## src/rtl/gba_io_pkg.sv

```systemverilog
// shared constants for the console IO glue
// addresses are full 28-bit bus addresses and compared word aligned
// io_word_t half 0 is the low halfword, half 1 the high halfword

package gba_io_pkg;

    //////////////////////////////////////////////////
    // bus widths
    //////////////////////////////////////////////////

    localparam int BUS_ADDR_W = 28;
    localparam int BUS_DATA_W = 32;

    // one 32-bit register word, seen whole or as two halfwords
    typedef union packed {
        logic [31:0]      word;
        logic [1:0][15:0] half;   // [0] lo, [1] hi
    } io_word_t;

    //////////////////////////////////////////////////
    // access size codes
    //////////////////////////////////////////////////

    localparam logic [1:0] ACC_BYTE = 2'd0;
    localparam logic [1:0] ACC_HALF = 2'd1;
    localparam logic [1:0] ACC_WORD = 2'd2;

    //////////////////////////////////////////////////
    // register offsets
    //////////////////////////////////////////////////

    localparam logic [BUS_ADDR_W-1:0] ADDR_KEYINPUT = 28'h4000130;  // keycnt at +2
    localparam logic [BUS_ADDR_W-1:0] ADDR_IE       = 28'h4000200;  // IF at +2
    localparam logic [BUS_ADDR_W-1:0] ADDR_IME      = 28'h4000208;
    localparam logic [BUS_ADDR_W-1:0] ADDR_HALTCNT  = 28'h4000300;  // byte at +1

    //////////////////////////////////////////////////
    // interrupt bit positions in IE / IF
    //////////////////////////////////////////////////

    localparam logic [3:0] IRQ_VBLANK  = 4'd0;
    localparam logic [3:0] IRQ_HBLANK  = 4'd1;
    localparam logic [3:0] IRQ_LCDSTAT = 4'd2;
    localparam logic [3:0] IRQ_TIMER0  = 4'd3;   // timers 0..3 on bits 3..6
    localparam logic [3:0] IRQ_SERIAL  = 4'd7;
    localparam logic [3:0] IRQ_DMA0    = 4'd8;   // dma 0..3 on bits 8..11
    localparam logic [3:0] IRQ_KEYPAD  = 4'd12;

    // console keys in keyinput
    localparam int NUM_KEYS = 10;

endpackage

```

## src/rtl/gba_io_top.sv

```systemverilog
// IO glue around the CPU bus: reset sequencer, bus decoder, keypad, interrupts
// gba_on is the synchronous reset of everything after the sequencer
// bus requests are dropped while gba_on is low
`timescale 1ns/1ps

module gba_io_top
    import gba_io_pkg::*;
#(
    parameter int RESET_CYCLES = 16
) (
    input  logic                  clk16,
    input  logic                  resetn,
    input  logic [11:0]           joy_btns,
    input  logic                  irq_vblank,
    input  logic                  irq_hblank,
    input  logic                  irq_lcdstat,
    input  logic [3:0]            irq_timer,
    input  logic                  irq_serial,
    input  logic [3:0]            irq_dma,
    input  logic [BUS_ADDR_W-1:0] bus_addr,
    input  logic [BUS_DATA_W-1:0] bus_dout,
    input  logic                  bus_rnw,
    input  logic                  bus_ena,
    input  logic [1:0]            bus_acc,
    output logic [BUS_DATA_W-1:0] bus_din,
    output logic                  bus_done,
    output logic                  gba_on,
    output logic                  cpu_irq,
    output logic                  halt
);

    logic [3:0]  wr_lanes;
    io_word_t    wr_data;
    logic        keycnt_we, ie_we, if_we, ime_we, haltcnt_we;
    logic [15:0] keyinput, keycnt;
    logic [15:0] ie, iflags;
    logic        ime;
    logic        keypad_irq;

    //////////////////////////////////////////////////
    // reset and bus
    //////////////////////////////////////////////////

    reset_sequencer #(.RESET_CYCLES(RESET_CYCLES)) u_reset (
        .clk16(clk16), .resetn(resetn), .gba_on(gba_on)
    );

    io_bus_decoder u_decoder (
        .clk16(clk16), .gba_on(gba_on),
        .bus_addr(bus_addr), .bus_dout(bus_dout), .bus_rnw(bus_rnw),
        .bus_ena(bus_ena), .bus_acc(bus_acc),
        .keyinput(keyinput), .keycnt(keycnt), .ie(ie), .iflags(iflags), .ime(ime),
        .bus_din(bus_din), .bus_done(bus_done),
        .wr_lanes(wr_lanes), .wr_data(wr_data),
        .keycnt_we(keycnt_we), .ie_we(ie_we), .if_we(if_we),
        .ime_we(ime_we), .haltcnt_we(haltcnt_we)
    );

    //////////////////////////////////////////////////
    // register blocks
    //////////////////////////////////////////////////

    keypad u_keypad (
        .clk16(clk16), .gba_on(gba_on), .joy_btns(joy_btns),
        .keycnt_we(keycnt_we), .wr_lanes(wr_lanes), .wr_data(wr_data),
        .keyinput(keyinput), .keycnt(keycnt), .keypad_irq(keypad_irq)
    );

    interrupt_controller u_intc (
        .clk16(clk16), .gba_on(gba_on),
        .irq_vblank(irq_vblank), .irq_hblank(irq_hblank), .irq_lcdstat(irq_lcdstat),
        .irq_timer(irq_timer), .irq_serial(irq_serial), .irq_dma(irq_dma),
        .keypad_irq(keypad_irq),
        .ie_we(ie_we), .if_we(if_we), .ime_we(ime_we), .haltcnt_we(haltcnt_we),
        .wr_lanes(wr_lanes), .wr_data(wr_data),
        .ie(ie), .iflags(iflags), .ime(ime), .cpu_irq(cpu_irq), .halt(halt)
    );

endmodule

```

## src/rtl/interrupt_controller.sv

```systemverilog
// IE, IF, IME and halt; no stop mode
// interrupt inputs are one-cycle pulses, a level would set IF every cycle
// an IF bit hit by a pulse and a clear in the same cycle stays set
`timescale 1ns/1ps

module interrupt_controller
    import gba_io_pkg::*;
(
    input  logic        clk16,
    input  logic        gba_on,
    input  logic        irq_vblank,
    input  logic        irq_hblank,
    input  logic        irq_lcdstat,
    input  logic [3:0]  irq_timer,
    input  logic        irq_serial,
    input  logic [3:0]  irq_dma,
    input  logic        keypad_irq,
    input  logic        ie_we,
    input  logic        if_we,
    input  logic        ime_we,
    input  logic        haltcnt_we,
    input  logic [3:0]  wr_lanes,
    input  io_word_t    wr_data,
    output logic [15:0] ie,
    output logic [15:0] iflags,
    output logic        ime,
    output logic        cpu_irq,
    output logic        halt
);

    logic [15:0] irq_src;
    logic [15:0] if_clr;
    logic        pending;
    logic        halt_req;

    //////////////////////////////////////////////////
    // sources onto their IF bits
    //////////////////////////////////////////////////

    always_comb begin
        irq_src                  = '0;
        irq_src[IRQ_VBLANK]      = irq_vblank;
        irq_src[IRQ_HBLANK]      = irq_hblank;
        irq_src[IRQ_LCDSTAT]     = irq_lcdstat;
        irq_src[IRQ_TIMER0 +: 4] = irq_timer;
        irq_src[IRQ_SERIAL]      = irq_serial;
        irq_src[IRQ_DMA0 +: 4]   = irq_dma;
        irq_src[IRQ_KEYPAD]      = keypad_irq;
    end

    // write one to clear, only on the lanes written
    assign if_clr = if_we ? ({{8{wr_lanes[3]}}, {8{wr_lanes[2]}}} & wr_data.half[1])
                          : 16'h0000;

    assign pending  = |(ie & iflags);
    assign cpu_irq  = ime & pending;
    assign halt_req = haltcnt_we & ~wr_data.word[15];   // bit 7 of byte 1, clear means halt

    //////////////////////////////////////////////////
    // registers
    //////////////////////////////////////////////////

    always_ff @(posedge clk16) begin
        if (!gba_on) begin
            ie     <= '0;
            iflags <= '0;
            ime    <= 1'b0;
            halt   <= 1'b0;
        end else begin
            if (ie_we && wr_lanes[0])
                ie[7:0] <= wr_data.half[0][7:0];
            if (ie_we && wr_lanes[1])
                ie[15:8] <= wr_data.half[0][15:8];

            iflags <= (iflags & ~if_clr) | irq_src;   // pulse wins over clear

            if (ime_we)
                ime <= wr_data.word[0];

            // wakeup ignores IME
            if (pending)
                halt <= 1'b0;
            else if (halt_req)
                halt <= 1'b1;
        end
    end

    a_halt_wakes: assert property (
        @(posedge clk16) disable iff (!gba_on) (halt && pending) |=> !halt)
        else $error("halt held with an enabled interrupt pending");

endmodule

```

## src/rtl/io_bus_decoder.sv

```systemverilog
// IO register bus, one cycle from bus_ena to bus_done, no back-pressure
// write data must already sit on its byte lanes, nothing is shifted
// unmapped reads give zero, unmapped writes complete and are dropped
`timescale 1ns/1ps

module io_bus_decoder
    import gba_io_pkg::*;
(
    input  logic                  clk16,
    input  logic                  gba_on,
    input  logic [BUS_ADDR_W-1:0] bus_addr,
    input  logic [BUS_DATA_W-1:0] bus_dout,
    input  logic                  bus_rnw,
    input  logic                  bus_ena,
    input  logic [1:0]            bus_acc,
    input  logic [15:0]           keyinput,
    input  logic [15:0]           keycnt,
    input  logic [15:0]           ie,
    input  logic [15:0]           iflags,
    input  logic                  ime,
    output logic [BUS_DATA_W-1:0] bus_din,
    output logic                  bus_done,
    output logic [3:0]            wr_lanes,
    output io_word_t              wr_data,
    output logic                  keycnt_we,
    output logic                  ie_we,
    output logic                  if_we,
    output logic                  ime_we,
    output logic                  haltcnt_we
);

    logic [BUS_ADDR_W-1:0] word_addr;
    logic [3:0]            lanes;
    logic                  wr_req;
    logic [BUS_ADDR_W-1:0] req_addr;   // word address of the access in flight
    logic                  req_rnw;
    io_word_t              rd_word;

    assign word_addr = {bus_addr[BUS_ADDR_W-1:2], 2'b00};
    assign wr_req    = bus_ena & ~bus_rnw;

    //////////////////////////////////////////////////
    // byte lanes from size and low address bits
    //////////////////////////////////////////////////

    always_comb begin
        case (bus_acc)
            ACC_BYTE: lanes = 4'b0001 << bus_addr[1:0];
            ACC_HALF: lanes = bus_addr[1] ? 4'b1100 : 4'b0011;
            ACC_WORD: lanes = 4'b1111;
            default:  lanes = 4'b0000;   // undefined size, touches nothing
        endcase
    end

    //////////////////////////////////////////////////
    // request capture and write strobes
    //////////////////////////////////////////////////

    always_ff @(posedge clk16) begin
        if (!gba_on) begin
            bus_done   <= 1'b0;
            keycnt_we  <= 1'b0;
            ie_we      <= 1'b0;
            if_we      <= 1'b0;
            ime_we     <= 1'b0;
            haltcnt_we <= 1'b0;
        end else begin
            bus_done   <= bus_ena;
            // strobe only when a lane of that register is hit
            keycnt_we  <= wr_req && word_addr == ADDR_KEYINPUT && |lanes[3:2];
            ie_we      <= wr_req && word_addr == ADDR_IE && |lanes[1:0];
            if_we      <= wr_req && word_addr == ADDR_IE && |lanes[3:2];
            ime_we     <= wr_req && word_addr == ADDR_IME && lanes[0];
            haltcnt_we <= wr_req && word_addr == ADDR_HALTCNT && lanes[1];
        end
    end

    always_ff @(posedge clk16) begin
        if (bus_ena) begin
            req_addr     <= word_addr;
            req_rnw      <= bus_rnw;
            wr_lanes     <= lanes;
            wr_data.word <= bus_dout;
        end
    end

    //////////////////////////////////////////////////
    // read mux, valid in the done cycle
    //////////////////////////////////////////////////

    always_comb begin
        rd_word.word = '0;
        if (bus_done && req_rnw) begin
            case (req_addr)
                ADDR_KEYINPUT: begin
                    rd_word.half[0] = keyinput;
                    rd_word.half[1] = keycnt;
                end
                ADDR_IE: begin
                    rd_word.half[0] = ie;
                    rd_word.half[1] = iflags;
                end
                ADDR_IME: rd_word.word[0] = ime;
                default:  rd_word.word = '0;   // haltcnt is write only here
            endcase
        end
    end

    assign bus_din = rd_word.word;

    a_done_follows: assert property (
        @(posedge clk16) disable iff (!gba_on) bus_ena |=> bus_done)
        else $error("bus_done missing after bus_ena");

    // IE and IF share one word, so they count as one target
    a_one_target: assert property (
        @(posedge clk16) disable iff (!gba_on)
        $onehot0({keycnt_we, ie_we | if_we, ime_we, haltcnt_we}))
        else $error("write strobes to two registers at once");

endmodule

```

## src/rtl/keypad.sv

```systemverilog
// keypad registers: keyinput is active low, bits 10..15 read zero
// keycnt bits 10..13 are not stored and read zero
// the button word is sampled with no debounce
`timescale 1ns/1ps

module keypad
    import gba_io_pkg::*;
(
    input  logic        clk16,
    input  logic        gba_on,
    input  logic [11:0] joy_btns,
    input  logic        keycnt_we,
    input  logic [3:0]  wr_lanes,
    input  io_word_t    wr_data,
    output logic [15:0] keyinput,
    output logic [15:0] keycnt,
    output logic        keypad_irq
);

    // controller bit of each console key
    localparam logic [3:0] BTN_B      = 4'd0;
    localparam logic [3:0] BTN_SELECT = 4'd2;
    localparam logic [3:0] BTN_START  = 4'd3;
    localparam logic [3:0] BTN_UP     = 4'd4;
    localparam logic [3:0] BTN_DOWN   = 4'd5;
    localparam logic [3:0] BTN_LEFT   = 4'd6;
    localparam logic [3:0] BTN_RIGHT  = 4'd7;
    localparam logic [3:0] BTN_A      = 4'd8;
    localparam logic [3:0] BTN_L      = 4'd10;
    localparam logic [3:0] BTN_R      = 4'd11;

    logic [11:0]         btn_q;
    logic [NUM_KEYS-1:0] keys;      // pressed, active high
    logic [NUM_KEYS-1:0] sel_keys;
    logic                irq_cond;
    logic                irq_cond_q;

    always_ff @(posedge clk16)
        btn_q <= joy_btns;

    // console order: A B select start right left up down R L
    assign keys = {btn_q[BTN_L], btn_q[BTN_R], btn_q[BTN_DOWN], btn_q[BTN_UP],
                   btn_q[BTN_LEFT], btn_q[BTN_RIGHT], btn_q[BTN_START],
                   btn_q[BTN_SELECT], btn_q[BTN_B], btn_q[BTN_A]};

    assign keyinput = {{(16-NUM_KEYS){1'b0}}, ~keys};

    //////////////////////////////////////////////////
    // keycnt and interrupt condition
    //////////////////////////////////////////////////

    assign sel_keys = keycnt[NUM_KEYS-1:0];

    always_comb begin
        if (keycnt[15])   // AND mode, every selected key down
            irq_cond = keycnt[14] && sel_keys != '0 && (keys & sel_keys) == sel_keys;
        else
            irq_cond = keycnt[14] && |(keys & sel_keys);
    end

    always_ff @(posedge clk16) begin
        if (!gba_on) begin
            keycnt     <= '0;
            irq_cond_q <= 1'b0;
            keypad_irq <= 1'b0;
        end else begin
            if (keycnt_we && wr_lanes[2])
                keycnt[7:0] <= wr_data.half[1][7:0];
            if (keycnt_we && wr_lanes[3]) begin
                keycnt[9:8]   <= wr_data.half[1][9:8];
                keycnt[15:14] <= wr_data.half[1][15:14];
            end
            irq_cond_q <= irq_cond;
            keypad_irq <= irq_cond & ~irq_cond_q;   // rising edge only
        end
    end

    a_irq_pulse: assert property (
        @(posedge clk16) disable iff (!gba_on) keypad_irq |=> !keypad_irq)
        else $error("keypad_irq longer than one cycle");

endmodule

```

## src/rtl/reset_sequencer.sv

```systemverilog
// holds the console off for RESET_CYCLES clk16 cycles after resetn goes high
// resetn is sampled synchronously, no filtering of short pulses
`timescale 1ns/1ps

module reset_sequencer #(
    parameter int RESET_CYCLES = 16
) (
    input  logic clk16,
    input  logic resetn,
    output logic gba_on
);

    localparam int CNT_W = $clog2(RESET_CYCLES + 1);

    logic [CNT_W-1:0] cnt;

    always_ff @(posedge clk16) begin
        if (!resetn) begin
            cnt    <= CNT_W'(RESET_CYCLES);   // reload while held
            gba_on <= 1'b0;
        end else begin
            if (cnt != '0)
                cnt <= cnt - 1'b1;
            gba_on <= (cnt == '0);   // one edge after the count runs out
        end
    end

    // console must be off the cycle after any low resetn
    a_off_in_reset: assert property (@(posedge clk16) !resetn |=> !gba_on)
        else $error("gba_on high after resetn low");

endmodule

```

## config.mk

```make
export PLATFORM = sky130hd
export DESIGN_NAME = gba_io_top
export DESIGN_NICKNAME = d
export VERILOG_FILES = /design/src/rtl/gba_io_pkg.sv /design/src/rtl/gba_io_top.sv /design/src/rtl/interrupt_controller.sv /design/src/rtl/io_bus_decoder.sv /design/src/rtl/keypad.sv /design/src/rtl/reset_sequencer.sv
export SDC_FILE = /design/constraint.sdc
export NUM_CORES = 1
export LEC_CHECK = 0
export CORE_UTILIZATION = 55
export DETAILED_ROUTE_END_ITERATION = 10
export DONT_BUFFER_PORTS = 1
export HOLD_SLACK_MARGIN = 0.1
export PLACE_DENSITY_LB_ADDON = 0.1
export RECOVER_POWER = 100
export SLEW_MARGIN = 0
export SYNTH_ARGS = -nofsm -noshare
export SYNTH_HDL_FRONTEND = slang
export SYNTH_SLANG_ARGS = --single-unit
```

## constraint.sdc

```tcl
create_clock -name clk16 -period 3.01 [get_ports clk16]
set_input_delay 0.602 -clock clk16 [delete_from_list [all_inputs] [get_ports clk16]]
set_output_delay 0.602 -clock clk16 [all_outputs]
set_load 0.05 [all_outputs]
```

# After elaboration in Yosys (flattened, before gate mapping)

Index checks and enable logic that the tools add are counted.
W data, S select, Z words.

Flip-flop bits (word level): 135
Bits of input ports: 90
Output and inout bits: 36
Logic and storage cells: 82

Add/sub/neg operators: 1
Equal/unequal tests: 10
Shifts and indexed selects: 1
Mux-type cells: 7
Bitwise logic cells: 15
Reductions and logical operators: 26

Operator list:

| cell                   | count |
|---|---|
| $eq A26 B25 Y1 const B | 7 |
| $pmux W31 S2           | 1 |
| $and A16 B16 Y16       | 3 |
| $mux W32               | 1 |
| $logic_and A1 B1 Y1    | 17 |
| $reduce_or A17 Y1      | 1 |
| $mux W16               | 1 |
| $not A16 Y16           | 1 |
| $or A16 B13 Y16        | 1 |
| $reduce_or A16 Y1      | 1 |
| $pmux W4 S3            | 1 |
| $and A10 B10 Y10       | 1 |
| $eq A10 B10 Y1         | 1 |
| $not A10 Y10           | 1 |
| $reduce_bool A10 Y1    | 1 |
| $reduce_or A10 Y1      | 1 |
| $logic_not A5 Y1       | 1 |
| $reduce_bool A5 Y1     | 1 |
| $sub A5 B1 Y5 const B  | 1 |
| $and A1 B1 Y1          | 4 |
| $mux W4                | 1 |
| $not A1 Y1             | 4 |
| $reduce_or A2 Y1       | 2 |
| $shl A1 B2 Y4 const A  | 1 |
| 5 further kinds        | 5 |

# Logic depth before layout (Yosys ltp)

Gate-level depths: netlist of run 1.

Depth in word-level cells: 5
Gate-level depth with buffers: 6
Gate-level depth less buffers: 5

# Hierarchy

Synthesis of run 1 repeated with hierarchy kept, for this count alone.

Cells, all modules: 530
Area total of the unflattened synthesis: 5848.1 µm²

By module, submodules not included:

| module               | instances | cells an instance | area each (µm²) | seq. area each (µm²) |
|---|---|---|---|---|
| io_bus_decoder       | 1         | 236               | 3183.1          | 2011.9 |
| interrupt_controller | 1         | 154               | 1362.6          | 680.7 |
| keypad               | 1         | 112               | 994.7           | 480.5 |
| reset_sequencer      | 1         | 28                | 307.8           | 120.1 |

# Least setup slack after synthesis of run 1

Ideal clock, no wire load.

Path type: register -> output
From: register u_decoder.bus_done
To: output bus_din[17]
Arrival time: 2.493 ns
Data required time: 2.408 ns
Path slack: -0.085 ns
Cell stages (with the launch flop): 6
Path buffers: 1
Cells stage by stage: dfxtp_1 -> nor4b_1 -> nand4_1 -> or4_1 -> clkbuf_1 -> nor2_1

Cells in the longest elaborated chain, start to end: 2

Ends and longest elaborated chain:

| element                | line                 | RTL |
|---|---|---|
| start, declared        | io_bus_decoder.sv:22 | `output logic bus_done,` |
| start signal, assigned | io_bus_decoder.sv:68 | `bus_done <= bus_ena;` |
| $logic_and A1 B1 Y1    | io_bus_decoder.sv:93 | `if (bus_done && req_rnw) begin` |
| $mux W32               | io_bus_decoder.sv:93 |  |
| end, declared          | gba_io_top.sv:25     | `output logic [BUS_DATA_W-1:0] bus_din,` |

No other way between the ends.

# Worst setup path in the final report of run 1

From: register u_decoder.req_addr[23]
To: output bus_din[5]

Cells in the longest elaborated chain, start to end: 3
Elaborated cells on any way between the ends: 4
Those cells by class: 2 x eq/ne; 2 x mux

Ends and longest elaborated chain:

| element                | line                 | RTL |
|---|---|---|
| start, declared        | io_bus_decoder.sv:35 | `logic [BUS_ADDR_W-1:0] req_addr;` |
| start signal, assigned | io_bus_decoder.sv:80 | `req_addr <= word_addr;` |
| $eq A26 B25 Y1         | io_bus_decoder.sv:94 | `case (req_addr)` |
| $pmux W31 S2 *         | io_bus_decoder.sv:94 |  |
| $mux W32 *             | io_bus_decoder.sv:93 |  |

Mark *: on every way between the ends. The rest lies on a longest branch, timed or not.

==> metrics.md, run 1 <==
| Metric | Value |
|---|---|
| Wire length on met2 | `6070 um` |
| Top routing layer in use | `met4` |
| Fin nets | `599` |
| Antenna violations before repair | `0` |
| Clock tree root driver cell | `clkbuf_8` |
| Sw Share | `23.3%` |
| Wirelength per Cell | `19.5 um` |
| Psw | `980 uW` |
| Initial core utilization | `56.3%` |
| DR WL met3 | `956 um` |
| Fmax | `325 MHz` |
| WL final | `12300 um` |
| Comb power frac | `5.2%` |
| Number of synthesized flops with an enable pin | `63` |
| Most common cell after layout, fill and taps aside | `dfxtp_1` |
| Final Max Slew Viols | `0` |
| Via count | `3775` |
| Post-Syn Nets | `550` |
| Slowest stage delay, CP | `0.55 ns` |
| Register area share after synthesis | `63.6%` |
| Maximum VDD drop | `0.589 mV` |
| Max Buffers Root-to-Sink | `2` |
| Worst EP required | `2.41 ns` |
| Fin worst setup slack | `-0.0685 ns` |
| Cell Area, Synth | `5180 um2` |
| Vias in the first global route | `3691` |
| Final period utilization | `102%` |
| Hold Crit Class | `in -> reg` |
| Internal power | `3.23 mW` |
| Commonest non-fill, non-tap cells in the layout | `70 x dfxtp_1, 63 x edfxtp_1, 56 x nand2_1, 30 x nand3_1, 28 x a21boi_0` |
| Slew headroom | `25.3%` |
| Status | `complete, but fails checks` |
| Crit path cell chain | `or4_4 > or4_4 > buf_12 > nor2_2 > buf_6` |
| Worst Setup Start Kind | `flip-flop` |
| Port bufs | `0` |
| Setup Skew | `0.00520 ns` |
| Row cnt | `35` |
| Placer Congestion | `0.867` |
| Crit path kind | `reg -> out` |
| CTS tree | `built` |
| Sequential share of power | `50.2%` |
| Max-Cap Viols | `0` |
| Critical path's slowest cell | `or4_4` |
| Hpwl dp | `8400 um` |
| RSZ-0062 raised after global routing | `yes` |
| Ant diodes | `0` |
| Antenna Nets Post-Route | `0` |
| H-Tree Depth | `4` |
| Worst slew pin tran | `1.12 ns` |
| Drt drc | `0` |
| Ys async rst share | `0%` |
| Tot Pwr | `4.21 mW` |
| # IOs | `126` |
| Most used cell, CP | `or4_4` |
| Crit path DAT | `2.48 ns` |
| Synth unique cells | `47` |
| Ys Warns | `0` |
| Worst-path fanout max | `22` |
| Area after DPL | `5680 um2` |
| Area delta synth->final | `25.5%` |
| Vias/cell | `5.98` |
| Clock Latency Late Sink | `0.52 ns` |
| First-pass GRT wire length | `19000 um` |
| Worst setup EP type | `primary output` |
| Core region area | `9200 um2` |
| DRT iter0 DRCs | `202` |
| Aggregate global-route resource usage | `26.1%` |
| Final setup fails | `22` |
| Lkg Pwr | `2.16 nW` |
| GRT overflow | `0` |
| Mapped Cells | `458` |
| Largest net degree at the start of global routing | `66` |
| Die Span Y | `99.0 um` |
| WL met1 | `5050 um` |
| Clock power share | `44.6%` |
| Design Area, Final | `6500 um2` |
| DP Worst Slack | `0.312 ns` |
| Worst-path clk slew | `0.06 ns` |
| Clock sink total | `133` |
| Pre-Repair DR Iteration Count | `7` |
| Final-report hold violation count | `0` |
| Ys flop type | `dfxtp_1` |
| Layout cells sized above 1 | `19.2%` |
| Avg Synthesized Cell Area | `11.3 um2` |
| Die X | `99.0 um` |
| Minimum clock period | `3.08 ns` |
| Failing checks | `setup timing` |
| PwrDens | `649 nW/um2` |
| Seq cells post-synth | `133` |
| Number of CTS-inserted buffers | `17` |
| Die ar. | `9810 um2` |
## kinds of logic (layout without fill, tap and decap cells)
| logic type | after synthesis | count (layout) | synth area share (%) |
|---|---|---|---|
| and+or+nand+nor | 187 | 187 | 18.3 |
| DFF | 133 | 133 | 63.6 |
| xor gates and xnor gates | 3 | 3 | 0.508 |
| adders and majority gates | 2 | 2 | 0.483 |
| buffers and inverters | 32 | 94 | 2.37 |
| AOI/OAI and AO/OA | 97 | 97 | 13.9 |
| muxes | 4 | 4 | 0.773 |
## synthesized netlist by cell type, types with 2 or more instances
| master | count | area share [%] |
|---|---|---|
| a21boi_1 | 26 | 3.8 |
| and4_1 | 3 | 0.51 |
| nand3_1 | 30 | 2.9 |
| a22o_1 | 4 | 0.68 |
| a2bb2oi_1 | 9 | 1.5 |
| mux2i_1 | 4 | 0.77 |
| nor4_1 | 8 | 0.97 |
| dfxtp_1 | 70 | 27 |
| xnor2_1 | 3 | 0.51 |
| nor4b_1 | 5 | 0.85 |
| inv_1 | 11 | 0.80 |
| nand2_1 | 56 | 4.1 |
| buf_2 | 2 | 0.19 |
| a22oi_1 | 15 | 2.2 |
| o22ai_1 | 3 | 0.36 |
| nor2_1 | 31 | 2.2 |
| clkbuf_1 | 18 | 1.3 |
| or4_1 | 2 | 0.29 |
| and2_1 | 4 | 0.48 |
| a21boi_0 | 2 | 0.29 |
| nor3_1 | 7 | 0.68 |
| a21oi_1 | 22 | 2.1 |
| nand4_1 | 3 | 0.36 |
| a221oi_1 | 4 | 0.68 |
| ha_1 | 2 | 0.48 |
| edfxtp_1 | 63 | 37 |
| nor2b_1 | 21 | 2.5 |
| and3_1 | 11 | 1.3 |
## state kept, by name, summed over array words and instances (netlist names), 4 cells and up
register	flops
u_decoder.wr_lanes	4
u_reset.cnt	5
u_keypad.keycnt	12
u_intc.iflags	16
u_decoder.wr_data	32
u_decoder.req_addr	26
u_intc.ie	16
u_keypad.btn_q	10
## power groups by stage
stage	Clock, mW	Sequential, mW	Combinational [mW]
floorplan	0	2.12	0.175
global placement	0	2.14	0.200
detailed placement	0	2.15	0.209
CTS	1.90	2.11	0.222
global route	1.98	2.13	0.239
finish	1.88	2.11	0.219
## routing by layer
| metal | vias to the layer above | GRT usage, % |
|---|---|---|
| met3 | 23 | 9.72 |
| li1 | 1788 | - |
| met2 | 170 | 42.7 |
| met5 | - | 0 |
| met1 | 1794 | 31.8 |
| met4 | 0 | 9.18 |
## path summary, 6_finish.rpt
check / depth (start not counted) / startpoint / slack (ns) / end
hold / removal: 1 / bus_addr[8] / 0.15 / u_decoder.if_we$_SDFF_PN0_
setup reg to reg: 4 / u_reset.gba_on$_SDFF_PN0_ / 0.80 / u_decoder.ime_we$_SDFF_PN0_
setup / recovery: 5 / u_decoder.req_addr[23]$_DFFE_PP_ / -0.07 / bus_din[5]
hold reg to reg: 1 / u_keypad.irq_cond_q$_SDFF_PN0_ / 0.39 / u_keypad.keypad_irq$_SDFF_PN0_
## critical path, delay by kind of cell (launching register included)
family,cells,cell delay [ns]
AND/OR/NAND/NOR,3,1.22
buffers and inverters,2,0.37
flip-flops,1,0.35
## stage by stage
stage / cells / hold WS (ns) / util (%) / setup TNS, ns
3_3_place_gp: 588 / 0.381 / 61.8 / 0
2_1_floorplan: 458 / 0.374 / - / -1.09
3_5_place_dp: 588 / 0.385 / 61.8 / 0
5_1_grt: 631 / 0.128 / 70.6 / -4.16
6_report: 631 / 0.151 / 70.6 / -0.915
4_1_cts: 631 / 0.135 / 70.3 / -1.09
## cell type report
cell class	count	area, um2
clock buffer	18	418
clock inverter	14	129
inverter	12	45.0
tap	111	139
sequential	133	3290
fill	673	2700
timing repair buffer	50	623
multi-input combinational	293	1850
## timing repair
item / 4_1_cts / 5_1_grt
endpoints found under the hold margin: 10 / 0
hold buffers: 10 / 0
gates resized for setup: 36 / 16
setup buffers: 1 / 0
endpoints found under the setup margin: 29 / 32
pin swaps: 1 / 2
(Power assumes the default switching activity.)
==> inputs of run 2 (changes only) <==
CORE_UTILIZATION = 62   (was 55)
==> metrics.md, run 2 (synthesis results as in run 1) <==
| Metric | Value |
|---|---|
| Max reg flops | `32` |
| Multi-input combinational cell area | `1830 um2` |
| Fill cell count | `457` |
| Worst setup EP type | `primary output` |
| First-pass GRT wire length | `19800 um` |
| Clock power share | `44.5%` |
| Hpwl dp | `8450 um` |
| Crit path cell chain | `or4b_4 > nor3_4 > buf_6 > a22oi_2 > nor2_2 > buf_6` |
| Worst-path clk slew | `0.06 ns` |
| Critical path's slowest cell | `or4b_4` |
| Slew headroom | `25.7%` |
| Port bufs | `0` |
| Largest net degree at the start of global routing | `66` |
| Most used cell, CP | `buf_6` |
| Row cnt | `32` |
| H-Tree Depth | `4` |
| Psw | `987 uW` |
| WL final | `12800 um` |
| Failing checks | `setup timing` |
| Clock Latency Late Sink | `0.51 ns` |
| Drt drc | `0` |
| Pre-Repair DR Iteration Count | `4` |
| Final setup fails | `32` |
| Design Area, Final | `6460 um2` |
| Clock sink total | `133` |
| Via count | `3902` |
| Hold Crit Class | `in -> reg` |
| Sw Share | `23.4%` |
| Core region area | `7890 um2` |
| Slowest stage delay, CP | `0.58 ns` |
| Aggregate global-route resource usage | `31.1%` |
| Area after DPL | `5660 um2` |
| R2R Path End | `u_decoder.ime_we$_SDFF_PN0_` |
| Setup crit start | `u_decoder.req_addr[6]$_DFFE_PP_` |
| Clock tree root driver cell | `clkbuf_8` |
| WHS Path Cells | `1` |
| Worst EP required | `2.41 ns` |
| Max Buffers Root-to-Sink | `2` |
| Status | `complete, but fails checks` |
| Minimum clock period | `3.12 ns` |
| Worst Setup Start Kind | `flip-flop` |
| Tot Pwr | `4.22 mW` |
| Critical path endpoint | `bus_din[16]` |
| Placer Congestion | `0.876` |
| Area delta synth->final | `24.9%` |
| Vias in the first global route | `3831` |
| Final period utilization | `104%` |
| Ant diodes | `0` |
| Final-report hold violation count | `0` |
| Worst R2R Setup Slack | `0.86 ns` |
| Top Registers | `u_decoder.wr_data x32, u_decoder.req_addr x26` |
| R2R depth | `4` |
| Vias/cell | `6.25` |
| PwrDens | `653 nW/um2` |
| Sequential share of power | `50.2%` |
| # IOs | `126` |
| Die Span Y | `93.4 um` |
| Number of CTS-inserted buffers | `17` |
| DRT iter0 DRCs | `290` |
| Commonest non-fill, non-tap cells in the layout | `70 x dfxtp_1, 63 x edfxtp_1, 56 x nand2_1, 30 x nand3_1, 28 x a21boi_0` |
| Finished Layout Cells | `624` |
| Lkg Pwr | `2.19 nW` |
| Top reg by flops | `u_decoder.wr_data` |
| Worst-path fanout max | `8` |
| Initial core utilization | `65.6%` |
| Setup Skew | `0.00920 ns` |
| Die X | `93.4 um` |
| Maximum VDD drop | `0.553 mV` |
| Comb power frac | `5.3%` |
| Layout cells sized above 1 | `19.3%` |
| Fmax | `321 MHz` |
| CTS tree | `built` |
| Worst reg2reg startpoint | `u_reset.gba_on$_SDFF_PN0_` |
| Crit path DAT | `2.51 ns` |
| Internal power | `3.24 mW` |
| Post-Route Setup TNS | `-1.47 ns` |
| Antenna Nets Post-Route | `0` |
| Max-Cap Viols | `0` |
| Worst slew pin tran | `1.12 ns` |
| Fin nets | `601` |
| Wirelength per Cell | `20.6 um` |
| Final Max Slew Viols | `0` |
| GRT overflow | `0` |
| Reg area | `3290 um2` |
| Most common cell after layout, fill and taps aside | `dfxtp_1` |
| DP Worst Slack | `0.348 ns` |
| Fin worst setup slack | `-0.106 ns` |
| Antenna violations before repair | `0` |
| Die ar. | `8720 um2` |
| RSZ-0062 raised after global routing | `yes` |
| Placed cells | `578` |
| Crit path kind | `reg -> out` |
==> run 2: cell types whose count changed in the layout (fill, tap and decap cells not counted), sizes merged <==
cell      delta
buf          +2
clkinvlp     -1
clkinv       -1
inv          +2
==> run 2: metrics by stage <==
stage | util (%) | hold WS [ns]
after floorplan | - | 0.374
final | 82.0 | 0.176
after detailed placement | 71.8 | 0.398
after global placement | 71.8 | 0.386
after CTS | 82.2 | 0.158
after global routing | 82.0 | 0.162
==> run 2: layout make-up <==
cell class,instances,area share (%)
sequential,133,50.9
multi-input combinational,293,28.4
tap,102,1.97
clock buffer,18,6.46
inverter,12,0.697
timing repair buffer,52,9.64
clock inverter,14,1.92
==> run 2: worst min-delay path by stage <==
stage                     slack, ns                            from                                to
after global placement         0.39  u_keypad.irq_cond_q$_SDFF_PN0_    u_keypad.keypad_irq$_SDFF_PN0_
after detailed placement       0.40  u_keypad.irq_cond_q$_SDFF_PN0_    u_keypad.keypad_irq$_SDFF_PN0_
after global routing           0.16                    bus_addr[21]  u_decoder.req_addr[21]$_DFFE_PP_
after floorplan                0.37  u_keypad.irq_cond_q$_SDFF_PN0_    u_keypad.keypad_irq$_SDFF_PN0_
final                          0.18                     bus_addr[8]        u_decoder.if_we$_SDFF_PN0_
after CTS                      0.16                     bus_addr[8]        u_decoder.if_we$_SDFF_PN0_
==> run 2: timing repair <==
action,in CTS,in global routing
setup endpoints to repair,24,32
resized for setup,45,2
hold buffers,10,0
pin swaps,6,0
endpoints found under the hold margin,10,0
buffers inserted,2,0
gates cloned,2,0
==> run 2: worst max-delay path: cells and delay by family (launching register included) <==
family,cells,cell delay (ns)
compound gates,1,0.10
simple gates,3,1.10
flops,1,0.41
buf+inv,2,0.39
==> run 2: routing by layer <==
layer | vias to the layer above | share of wire, % | GRT usage (%)
li1 | 1792 | - | -
met1 | 1861 | 39 | 38.2
met2 | 226 | 50 | 52.8
met3 | 23 | 8.8 | 7.56
met4 | 0 | 1.9 | 12.8
met5 | - | 0 | 0
==> run 2: power groups by stage <==
stage | Sequential, mW | Clock (mW) | Combinational, mW
after global placement | 2.14 | 0 | 0.199
after CTS | 2.11 | 1.88 | 0.229
final | 2.12 | 1.88 | 0.226
after global routing | 2.13 | 1.96 | 0.249
after floorplan | 2.12 | 0 | 0.175
after detailed placement | 2.15 | 0 | 0.216
==> inputs of run 3 (changes only) <==
CORE_UTILIZATION = 45   (was 62)
==> metrics.md, run 3 (synthesis results as in run 1) <==
| Metric | Value |
|---|---|
| WL final | `12400 um` |
| Die X | `109 um` |
| Die ar. | `11900 um2` |
| Top Registers | `u_decoder.wr_data x32, u_decoder.req_addr x26` |
| Port bufs | `0` |
| PwrDens | `662 nW/um2` |
| Area after DPL | `5720 um2` |
| R2R depth | `4` |
| Worst Setup Start Kind | `flip-flop` |
| Setup Skew | `0.00712 ns` |
| Ant diodes | `0` |
| GRT overflow | `0` |
| Worst EP required | `2.41 ns` |
| Worst reg2reg startpoint | `u_reset.gba_on$_SDFF_PN0_` |
| H-Tree Depth | `4` |
| Setup crit start | `u_decoder.req_addr[13]$_DFFE_PP_` |
| Worst-path fanout max | `22` |
| Largest net degree at the start of global routing | `66` |
| Final period utilization | `98.7%` |
| Critical path's slowest cell | `or4_4` |
| Final-report hold violation count | `0` |
| Crit path DAT | `2.37 ns` |
| Most common cell after layout, fill and taps aside | `dfxtp_1` |
| Pre-Repair DR Iteration Count | `5` |
| Initial core utilization | `46.9%` |
| Core region area | `11000 um2` |
| Worst slew pin tran | `1.14 ns` |
| Crit path kind | `reg -> out` |
| Slowest stage delay, CP | `0.55 ns` |
| CP Buf/Inv Count | `2` |
| Die Span Y | `109 um` |
| Row cnt | `38` |
| Antenna Nets Post-Route | `0` |
| Vias in the first global route | `3619` |
| R2R Path End | `u_decoder.ime_we$_SDFF_PN0_` |
| Max-Cap Viols | `0` |
| Maximum VDD drop | `0.449 mV` |
| Final Max Slew Viols | `0` |
| Crit path cell chain | `nor4_2 > nand4_1 > or4_4 > buf_12 > nor2_1 > buf_6` |
| RSZ-0062 raised after global routing | `yes` |
| Via count | `3684` |
| Clock sink total | `133` |
| Max reg flops | `32` |
| Design Area, Final | `6400 um2` |
| Hold buffers post-CTS | `0` |
| Worst path depth | `6` |
| Minimum clock period | `2.97 ns` |
| Slew headroom | `23.9%` |
| Tot Pwr | `4.24 mW` |
| Area delta synth->final | `23.7%` |
| CTS tree | `built` |
| Critical path endpoint | `bus_din[9]` |
| Status | `completed` |
| Drt drc | `0` |
| Final setup fails | `0` |
| Placer Congestion | `0.854` |
| Aggregate global-route resource usage | `22.0%` |
| # IOs | `126` |
| Clock Latency Late Sink | `0.42 ns` |
| Worst R2R Setup Slack | `0.83 ns` |
| Max Buffers Root-to-Sink | `2` |
| Lkg Pwr | `2.13 nW` |
| DRT iter0 DRCs | `173` |
| Hpwl dp | `8750 um` |
| Commonest non-fill, non-tap cells in the layout | `70 x dfxtp_1, 63 x edfxtp_1, 56 x nand2_1, 30 x nand3_1, 28 x a21boi_0` |
| Wirelength per Cell | `19.1 um` |
| Worst-path clk slew | `0.06 ns` |
| Layout cells sized above 1 | `18.6%` |
| Vias/cell | `5.67` |
| Number of CTS-inserted buffers | `17` |
| Fin nets | `589` |
| Hold Crit Class | `in -> reg` |
| Clock tree root driver cell | `clkbuf_16` |
| CP top delay family | `simple AND/OR/NAND/NOR gates` |
| Fmax | `337 MHz` |
| Top reg by flops | `u_decoder.wr_data` |
| Worst setup EP type | `primary output` |
| Antenna violations before repair | `0` |
| First-pass GRT wire length | `18900 um` |
## run 3: cell type report
class,instances,area [um2]
Fill cell,978,4630
Sequential cell,133,3290
Multi-Input combinational cell,293,1820
Timing Repair Buffer,40,514
Clock buffer,19,443
Tap cell,140,175
Clock inverter,13,109
Inverter,12,45.0
## run 3: timing repair
action | CTS | global route
pin swaps | 1 | 2
endpoints found under the setup margin | 22 | 23
setup buffers | 1 | 0
gates resized for setup | 11 | 35
## run 3: worst min path at each step
stage / startpoint / endpoint / depth (start not counted) / slack (ns)
final: joy_btns[5] / u_keypad.btn_q[5]$_DFF_P_ / 0 / 0.21
after floorplan: u_keypad.irq_cond_q$_SDFF_PN0_ / u_keypad.keypad_irq$_SDFF_PN0_ / 1 / 0.37
after detailed placement: u_keypad.irq_cond_q$_SDFF_PN0_ / u_keypad.keypad_irq$_SDFF_PN0_ / 1 / 0.39
after global placement: u_keypad.irq_cond_q$_SDFF_PN0_ / u_keypad.keypad_irq$_SDFF_PN0_ / 1 / 0.38
after CTS: joy_btns[8] / u_keypad.btn_q[8]$_DFF_P_ / 0 / 0.19
after global routing: joy_btns[8] / u_keypad.btn_q[8]$_DFF_P_ / 0 / 0.19
## run 3: metal layers
| metal | GRT usage, % | up-vias | part of all wire [%] | wire length (um) |
|---|---|---|---|---|
| met5 | 0 | - | 0 | 0 |
| met2 | 34.2 | 141 | 48 | 5940 |
| met4 | 8.29 | 0 | 0.99 | 123 |
| li1 | - | 1773 | - | - |
| met3 | 8.25 | 10 | 7.7 | 963 |
| met1 | 27.9 | 1760 | 43 | 5400 |
## run 3: metrics by stage
stage               hold WS [ns]  util (%)  TNS, ns  setup WS, ns  instances
global placement           0.385      51.8        0         0.301        617
floorplan                  0.374         -    -1.09       -0.0853        458
CTS                        0.189      57.3        0        0.0192        650
detailed placement         0.390      51.8        0         0.292        617
global route               0.188      58.0   -0.829       -0.0589        650
finish                     0.207      58.0        0        0.0394        650
## run 3: where the power goes
group / internal, mW / switching (mW) / leakage (nW)
clock: 1.15 / 0.766 / 0.262
sequential: 2.03 / 0.0890 / 1.19
combinational: 0.0999 / 0.109 / 0.686
